File: config.mk
export PLATFORM = sky130hd
export DESIGN_NAME = dcache_ctrl_flat
export DESIGN_NICKNAME = d
export VERILOG_FILES = /design/src/verilog/dcache_pkg.sv /design/src/verilog/data_port_if.sv /design/src/verilog/tag_port_if.sv /design/src/verilog/dcache_ctrl.sv /design/src/flat_wrapper.sv
export SDC_FILE = /design/constraint.sdc
export NUM_CORES = 1
export LEC_CHECK = 0
export ABC_AREA = 0
export ABC_CLOCK_PERIOD_IN_PS = 5200
export BUFFER_PORTS_ARGS = -buffer_cell sky130_fd_sc_hd__clkbuf_2
export CORE_AREA = 4 4 148 150
export DETAILED_ROUTE_END_ITERATION = 6
export DIE_AREA = 0 0 152 154
export MAX_ROUTING_LAYER = met4
export PLACE_DENSITY = 0.59
export SLEW_MARGIN = 20
export SYNTH_ARGS = -nofsm -noshare
export SYNTH_HDL_FRONTEND = slang
export SYNTH_SLANG_ARGS = --single-unit
File: constraint.sdc
create_clock -name clk -period 5.2 [get_ports clk]
set_input_delay 1.04 -clock clk [delete_from_list [all_inputs] [get_ports clk]]
set_output_delay 1.04 -clock clk [all_outputs]
set_load 0.05 [all_outputs]
File: src/verilog/dcache_pkg.sv
package dcache_pkg;

  // address split: tag | index | byte offset
  localparam int TAG_W          = 19;
  localparam int INDEX_W        = 7;
  localparam int OFFSET_W       = 6;   // 64 byte line
  localparam int WORD_SEL_W     = 4;   // word within line
  localparam int BYTES_PER_WORD = 4;

  localparam int NUM_LINES      = 128;
  localparam int WORDS_PER_LINE = 16;

  // burst length minus one, as driven on arlen/awlen
  localparam logic [7:0] BURST_LEN = 8'd15;

  // top nibble of the uncached region
  localparam logic [3:0] UNCACHE_TOP = 4'hA;

  typedef logic [31:0]               word_t;       // data word or address
  typedef logic [TAG_W-1:0]          tag_t;
  typedef logic [INDEX_W-1:0]        index_t;
  typedef logic [WORD_SEL_W-1:0]     word_sel_t;
  typedef logic [BYTES_PER_WORD-1:0] byte_mask_t;

  // controller FSM
  typedef enum logic [2:0] {
    IDLE,           // wait for a request
    RESPOND,        // mem_ready_o high here
    WRITE_BACK,     // dirty victim out
    REFILL,         // line in
    UNCACHE_READ,   // single beat read
    UNCACHE_WRITE   // single beat write
  } ctrl_state_t;

endpackage

File: src/verilog/data_port_if.sv
`timescale 1ns/1ps

// controller <-> data store
interface data_port_if import dcache_pkg::*; ();

  index_t     index;
  word_sel_t  word_sel;   // word within the line
  word_t      wdata;
  byte_mask_t wmask;      // byte enables for the write
  logic       we;

  word_t      rdata;      // combinational read of index/word_sel

  // one read port, shared by CPU reads and write-back beats
  modport ctrl (output index, word_sel, wdata, wmask, we,
                input  rdata);

  modport store (input  index, word_sel, wdata, wmask, we,
                 output rdata);

  // nothing else on this port, the array lives in the store

endinterface

File: src/verilog/tag_port_if.sv
`timescale 1ns/1ps

// controller <-> tag store
interface tag_port_if import dcache_pkg::*; ();

  index_t index;         // line being looked up or written
  tag_t   req_tag;       // compare tag, also the tag to write
  logic   we;            // write strobe, takes effect at the edge
  logic   dirty_wr;
  logic   valid_wr;

  logic   hit;           // valid and tag match
  tag_t   stored_tag;    // victim tag
  logic   stored_dirty;  // victim needs write-back

  modport ctrl (output index, req_tag, we, dirty_wr, valid_wr,
                input  hit, stored_tag, stored_dirty);

  modport store (input  index, req_tag, we, dirty_wr, valid_wr,
                 output hit, stored_tag, stored_dirty);

endinterface
File: src/verilog/dcache_ctrl.sv
`timescale 1ns/1ps

module dcache_ctrl import dcache_pkg::*; (
  input  logic       clk,
  input  logic       rst,

  // cpu side
  input  word_t      mem_addr_i,
  input  word_t      mem_wdata_i,
  input  byte_mask_t mem_mask_i,
  input  logic       mem_write_i,   // 1 write, 0 read
  input  logic       mem_valid_i,
  output word_t      mem_rdata_o,
  output logic       mem_ready_o,   // one cycle per request

  // memory read channel
  output word_t      araddr_o,
  output logic [7:0] arlen_o,
  output logic       arvalid_o,
  input  logic       rvalid_i,
  input  word_t      rdata_i,

  // memory write channel
  output word_t      awaddr_o,
  output logic [7:0] awlen_o,
  output logic       awvalid_o,
  output word_t      wdata_o,
  output byte_mask_t wmask_o,
  input  logic       wready_i,

  tag_port_if.ctrl   tp,
  data_port_if.ctrl  dp
);

  ctrl_state_t state_q;
  word_sel_t   cnt_q;        // burst beat counter
  word_t       unc_rdata_q;  // uncached read data

  tag_t      req_tag;
  index_t    req_index;
  word_sel_t req_word;
  logic      uncached;

  logic start;        // request sampled in idle
  logic wr_hit;
  logic r_beat;
  logic w_beat;
  logic last_beat;
  logic in_burst;
  logic refill_beat;

  // line aligned burst address
  function automatic word_t line_addr(input tag_t t, input index_t i);
    return {t, i, {OFFSET_W{1'b0}}};
  endfunction

  // address split, request held stable by the cpu
  assign req_tag   = mem_addr_i[OFFSET_W+INDEX_W +: TAG_W];
  assign req_index = mem_addr_i[OFFSET_W +: INDEX_W];
  assign req_word  = mem_addr_i[$clog2(BYTES_PER_WORD) +: WORD_SEL_W];
  assign uncached  = (mem_addr_i[31:28] == UNCACHE_TOP);

  assign start       = (state_q == IDLE) && mem_valid_i;
  assign wr_hit      = start && !uncached && tp.hit && mem_write_i;
  assign r_beat      = arvalid_o && rvalid_i;   // beat moves on this edge
  assign w_beat      = awvalid_o && wready_i;
  assign last_beat   = (cnt_q == word_sel_t'(BURST_LEN));
  assign in_burst    = (state_q == WRITE_BACK) || (state_q == REFILL);
  assign refill_beat = (state_q == REFILL) && r_beat;

  // FSM and valids
  always_ff @(posedge clk) begin
    if (rst) begin
      state_q   <= IDLE;
      cnt_q     <= '0;
      arvalid_o <= 1'b0;
      awvalid_o <= 1'b0;
    end else begin
      case (state_q)
        IDLE: begin
          if (mem_valid_i) begin
            cnt_q <= '0;
            if (uncached) begin
              if (mem_write_i) begin
                state_q   <= UNCACHE_WRITE;
                awvalid_o <= 1'b1;
              end else begin
                state_q   <= UNCACHE_READ;
                arvalid_o <= 1'b1;
              end
            end else if (tp.hit) begin
              state_q <= RESPOND;        // write hit lands on this edge
            end else if (tp.stored_dirty) begin
              state_q   <= WRITE_BACK;   // victim out first
              awvalid_o <= 1'b1;
            end else begin
              state_q   <= REFILL;
              arvalid_o <= 1'b1;
            end
          end
        end
        RESPOND: begin
          state_q <= IDLE;   // valid ignored while ready is up
        end
        WRITE_BACK: begin
          if (w_beat) begin
            if (last_beat) begin
              awvalid_o <= 1'b0;
              arvalid_o <= 1'b1;   // refill follows directly
              cnt_q     <= '0;
              state_q   <= REFILL;
            end else begin
              cnt_q <= cnt_q + 1'b1;
            end
          end
        end
        REFILL: begin
          if (r_beat) begin
            if (last_beat) begin
              arvalid_o <= 1'b0;
              cnt_q     <= '0;
              state_q   <= IDLE;   // held request hits next
            end else begin
              cnt_q <= cnt_q + 1'b1;
            end
          end
        end
        UNCACHE_READ: begin
          if (r_beat) begin
            arvalid_o <= 1'b0;
            state_q   <= RESPOND;
          end
        end
        UNCACHE_WRITE: begin
          if (w_beat) begin
            awvalid_o <= 1'b0;
            state_q   <= RESPOND;
          end
        end
        default: state_q <= IDLE;
      endcase
    end
  end

  // burst address and length, only loaded in idle so they stay put
  always_ff @(posedge clk) begin
    if (start && uncached) begin
      araddr_o <= mem_addr_i;   // single word
      awaddr_o <= mem_addr_i;
      arlen_o  <= 8'd0;
      awlen_o  <= 8'd0;
    end else if (start && !tp.hit) begin
      araddr_o <= line_addr(req_tag, req_index);         // new line
      awaddr_o <= line_addr(tp.stored_tag, req_index);   // old line
      arlen_o  <= BURST_LEN;
      awlen_o  <= BURST_LEN;
    end
    if ((state_q == UNCACHE_READ) && r_beat) begin
      unc_rdata_q <= rdata_i;
    end
  end

  // tag store
  assign tp.index    = req_index;
  assign tp.req_tag  = req_tag;
  assign tp.we       = wr_hit || (refill_beat && last_beat);
  assign tp.dirty_wr = (state_q == IDLE);   // write hit sets, refill clears
  assign tp.valid_wr = 1'b1;                // every tag write fills a line

  // data store, counter picks the word during bursts
  assign dp.index    = req_index;
  assign dp.word_sel = in_burst ? cnt_q : req_word;
  assign dp.we       = wr_hit || refill_beat;
  assign dp.wdata    = (state_q == REFILL) ? rdata_i : mem_wdata_i;
  assign dp.wmask    = (state_q == REFILL) ? '1 : mem_mask_i;

  // cpu response
  assign mem_ready_o = (state_q == RESPOND);
  assign mem_rdata_o = uncached ? unc_rdata_q : dp.rdata;

  // write data, beat n of a write-back is word n
  assign wdata_o = (state_q == WRITE_BACK) ? dp.rdata : mem_wdata_i;
  assign wmask_o = (state_q == WRITE_BACK) ? '1 : mem_mask_i;

endmodule

File: src/flat_wrapper.sv
// flat-port wrapper written by rule: the top's interface ports become plain ports
module dcache_ctrl_flat import dcache_pkg::*;
  (clk, rst, mem_addr_i, mem_wdata_i, mem_mask_i, mem_write_i, mem_valid_i, mem_rdata_o, mem_ready_o, araddr_o, arlen_o, arvalid_o, rvalid_i, rdata_i, awaddr_o, awlen_o, awvalid_o, wdata_o, wmask_o, wready_i, tp_index, tp_req_tag, tp_we, tp_dirty_wr, tp_valid_wr, tp_hit, tp_stored_tag, tp_stored_dirty, dp_index, dp_word_sel, dp_wdata, dp_wmask, dp_we, dp_rdata);
  tag_port_if tp_i ();
  data_port_if dp_i ();
  input  logic clk;
  input  logic rst;
  input  word_t mem_addr_i;
  input  word_t mem_wdata_i;
  input  byte_mask_t mem_mask_i;
  input  logic mem_write_i;
  input  logic mem_valid_i;
  output word_t mem_rdata_o;
  output logic mem_ready_o;
  output word_t araddr_o;
  output logic [7:0] arlen_o;
  output logic arvalid_o;
  input  logic rvalid_i;
  input  word_t rdata_i;
  output word_t awaddr_o;
  output logic [7:0] awlen_o;
  output logic awvalid_o;
  output word_t wdata_o;
  output byte_mask_t wmask_o;
  input  logic wready_i;
  output wire logic [$bits(tp_i.index)-1:0] tp_index;
  output wire logic [$bits(tp_i.req_tag)-1:0] tp_req_tag;
  output wire logic [$bits(tp_i.we)-1:0] tp_we;
  output wire logic [$bits(tp_i.dirty_wr)-1:0] tp_dirty_wr;
  output wire logic [$bits(tp_i.valid_wr)-1:0] tp_valid_wr;
  input wire logic [$bits(tp_i.hit)-1:0] tp_hit;
  input wire logic [$bits(tp_i.stored_tag)-1:0] tp_stored_tag;
  input wire logic [$bits(tp_i.stored_dirty)-1:0] tp_stored_dirty;
  output wire logic [$bits(dp_i.index)-1:0] dp_index;
  output wire logic [$bits(dp_i.word_sel)-1:0] dp_word_sel;
  output wire logic [$bits(dp_i.wdata)-1:0] dp_wdata;
  output wire logic [$bits(dp_i.wmask)-1:0] dp_wmask;
  output wire logic [$bits(dp_i.we)-1:0] dp_we;
  input wire logic [$bits(dp_i.rdata)-1:0] dp_rdata;
  assign tp_index = tp_i.index;
  assign tp_req_tag = tp_i.req_tag;
  assign tp_we = tp_i.we;
  assign tp_dirty_wr = tp_i.dirty_wr;
  assign tp_valid_wr = tp_i.valid_wr;
  assign tp_i.hit = tp_hit;
  assign tp_i.stored_tag = tp_stored_tag;
  assign tp_i.stored_dirty = tp_stored_dirty;
  assign dp_index = dp_i.index;
  assign dp_word_sel = dp_i.word_sel;
  assign dp_wdata = dp_i.wdata;
  assign dp_wmask = dp_i.wmask;
  assign dp_we = dp_i.we;
  assign dp_i.rdata = dp_rdata;
  dcache_ctrl u_core (.clk(clk), .rst(rst), .mem_addr_i(mem_addr_i), .mem_wdata_i(mem_wdata_i), .mem_mask_i(mem_mask_i), .mem_write_i(mem_write_i), .mem_valid_i(mem_valid_i), .mem_rdata_o(mem_rdata_o), .mem_ready_o(mem_ready_o), .araddr_o(araddr_o), .arlen_o(arlen_o), .arvalid_o(arvalid_o), .rvalid_i(rvalid_i), .rdata_i(rdata_i), .awaddr_o(awaddr_o), .awlen_o(awlen_o), .awvalid_o(awvalid_o), .wdata_o(wdata_o), .wmask_o(wmask_o), .wready_i(wready_i), .tp(tp_i), .dp(dp_i));
endmodule
==> impl_metrics.yaml <==
clocking:
  cts-htree-levels: 3
  cts_max_path_buffers: 2
  clkTransAtPathRegs_ns: 0.07
  cts_resized: 0
  cts_buffers: 9
  postCtsSetupRepairBufs: 0
  cts_tree: "yes"
  ctsHoldBuffers: 0
  root_buffer: "clkbuf_16"
  clock_latency_ns: 0.34
  clock-sinks: 93
synth:
  synthCells: 465
  ys_warn_count: 0
  synth_top_area_share_pct: 47.8
  synth-async-reset-ratio_pct: 0
  synthTopCellsByArea: "edfxtp_1, mux2_2, buf_4"
  synth.most_common_cell: "nand2_1"
  netlist_top_cells_count: "nand2_1, edfxtp_1, buf_4"
  ys.flop_type: "edfxtp_1"
  syn_avg_cell_area_sq_um: 11.2
  synth.cell_area_sq_um: 5210
  yosys.area.top_type: "edfxtp_1"
  synth_cell_types: 49
  synth-edff-count: 83
  ys_ff_latch: 93
  synth_seq_area_share_pct: 51.7
timing:
  fmax_mhz: 266
  drv_slew: 0
  worst_clock_skew_ns: 0.00956
  hold_viol: 0
  setup_viol: 0
  tightest_slew_ns: 0.995
  slew_headroom_pct: 33.5
  rsz0062_at_grt: "no"
  period_needed_ns: 3.76
  post-route-period-util_pct: 72.4
  finalSetupTns_ns: 0
flow_run:
  cap_violations: 0
die:
  die_w_um: 152
  core_area_sq_um: 20700
  dieArea_sq_um: 23400
  rows: 53
  start_util_pct: 25.2
  die_h_um: 154
  io-pin-count: 387
place:
  io_buffers: 377
  dp_hpwl_um: 15100
  gp_congestion: 0.859
  placed_area_sq_um: 6970
worst_setup_path:
  arrival_ns: 2.72
  path_cells: "clkbuf_2 > nand4bb_2 > buf_4 > nand2_1 > nand2_1 > clkbuf_2"
  path_max_fanout: 21
  cp-end-kind: "output pin"
  path_buf_inv: 3
  startpoint_type: "primary input"
  critPathRequiredTime_ns: 4.16
  critPathTopFamily: "simple AND/OR/NAND/NOR gates"
  max_stage_delay_ns: 0.70
  path_class: "primary input to output pin"
  slowest_stage: "nand4bb_2"
routing:
  drt-initial-drc-count: 212
  via_per_inst: 4.41
  drc: 0
  dr.pass1.iters: 4
  wirelength_um: 18400
  via_count: 4682
  routedWlPerCell_um: 17.4
  ant_nets: 0
global_routing:
  grt_usage_pct: 15.6
  gr-total-overflow: 0
  antenna_found_initial: 1
  grt_pass1_wl_um: 27600
  grt_max_degree: 52
  grt_pass1_vias: 4681
final_layout:
  nFillCells: 2111
  nNetsFinal: 940
  ff_latch_area_sq_um: 2690
  drive_gt1_share_pct: 61.0
  area_growth_pct: 39.3
  fin_area_sq_um: 7260
  multi_input_area_sq_um: 2000
hold_path:
  hold_path.class: "flip-flop to flip-flop"
outcome:
  outcome: "complete, no violations"
pwr:
  power_leakage_nw: 3.46
  irDropWorstVdd_mv: 0.168
  p_per_area_nw_per_um2: 434
-- per-stage QoR --
step                hold slack, ns  std cells  setup slack [ns]  power, mW  utilization (%)
floorplan                    0.500        472             0.606       2.21                -
global placement             0.508       1044              1.38       2.52             33.7
detailed placement           0.519       1044              1.35       2.52             33.7
CTS                          0.531       1060              1.34       3.19             35.1
global route                 0.588       1061              1.27       3.30             35.1
finish                       0.531       1061              1.44       3.15             35.1
-- per-layer routing --
| metal | global-route usage, % | part of all wire [%] |
|---|---|---|
| met1 | 18.3 | 41 |
| met2 | 26.6 | 50 |
| met3 | 4.64 | 8.0 |
| met4 | 3.25 | 0.87 |
| met5 | - | 0 |
-- state kept, by name (all words and copies together) (netlist names) --
register,flops
u_core.araddr_o,26
u_core.arlen_o,1
u_core.arvalid_o,1
u_core.awaddr_o,25
u_core.awvalid_o,1
u_core.cnt_q,4
u_core.state_q,3
u_core.unc_rdata_q,32
-- tightest hold or removal path, stage by stage, from the launching register on --
cell	delay, ns
dfxtp_1	0.35
o21ai_0	0.08
a21oi_1	0.06
-- worst paths after layout --
check	from	to	slack, ns	depth (start not counted)
setup / recovery	mem_addr_i[30]	mem_rdata_o[14]	1.44	6
hold / removal	u_core.arvalid_o	u_core.arvalid_o	0.53	2
setup reg to reg	u_core.state_q[1]	u_core.awaddr_o[26]	2.47	4
hold reg to reg	u_core.arvalid_o	u_core.arvalid_o	0.53	2
-- cell families (layout without fill, tap and decap cells) --
family / Yosys count / count (layout) / share of synthesized area (%)
flip-flops: 93 / 93 / 51.7
buffers and inverters: 87 / 400 / 11.4
AO/OA/AOI/OAI: 27 / 27 / 3.60
other: 2 / 10 / 0.144
adder cells (fa/ha/maj): 1 / 1 / 0.240
multiplexers: 83 / 83 / 17.8
AND/OR/NAND/NOR: 172 / 172 / 15.1
-- power by group --
group / switching, mW / internal [mW] / total (mW)
registers: 0.0576 / 0.894 / 0.952
logic: 1.17 / 0.373 / 1.54
clock network: 0.316 / 0.337 / 0.653
total: 1.54 / 1.60 / 3.15
-- cells in the final DEF, fill, tap and decap left out, types with 5 or more instances in the layout --
master,netlist,routed
and3_1,7,7
buf_4,66,5
clkbuf_16,0,9
clkbuf_2,0,377
conb_1,2,9
dfxtp_1,10,10
edfxtp_1,83,83
mux2_1,15,15
mux2_2,64,64
nand2_1,116,116
nand2b_1,5,5
nor2_1,9,9
or2_2,8,8
-- final cells by class --
type	count	share of cell area, %
Sequential cell	93	37.1
Multi-Input combinational cell	292	27.5
Timing Repair Buffer	382	26.5
Tap cell	275	4.74
Clock buffer	9	3.10
Clock inverter	7	0.879
Inverter	2	0.103
Antenna cell	1	0.0345
Power figures use the tool's default switching activity.
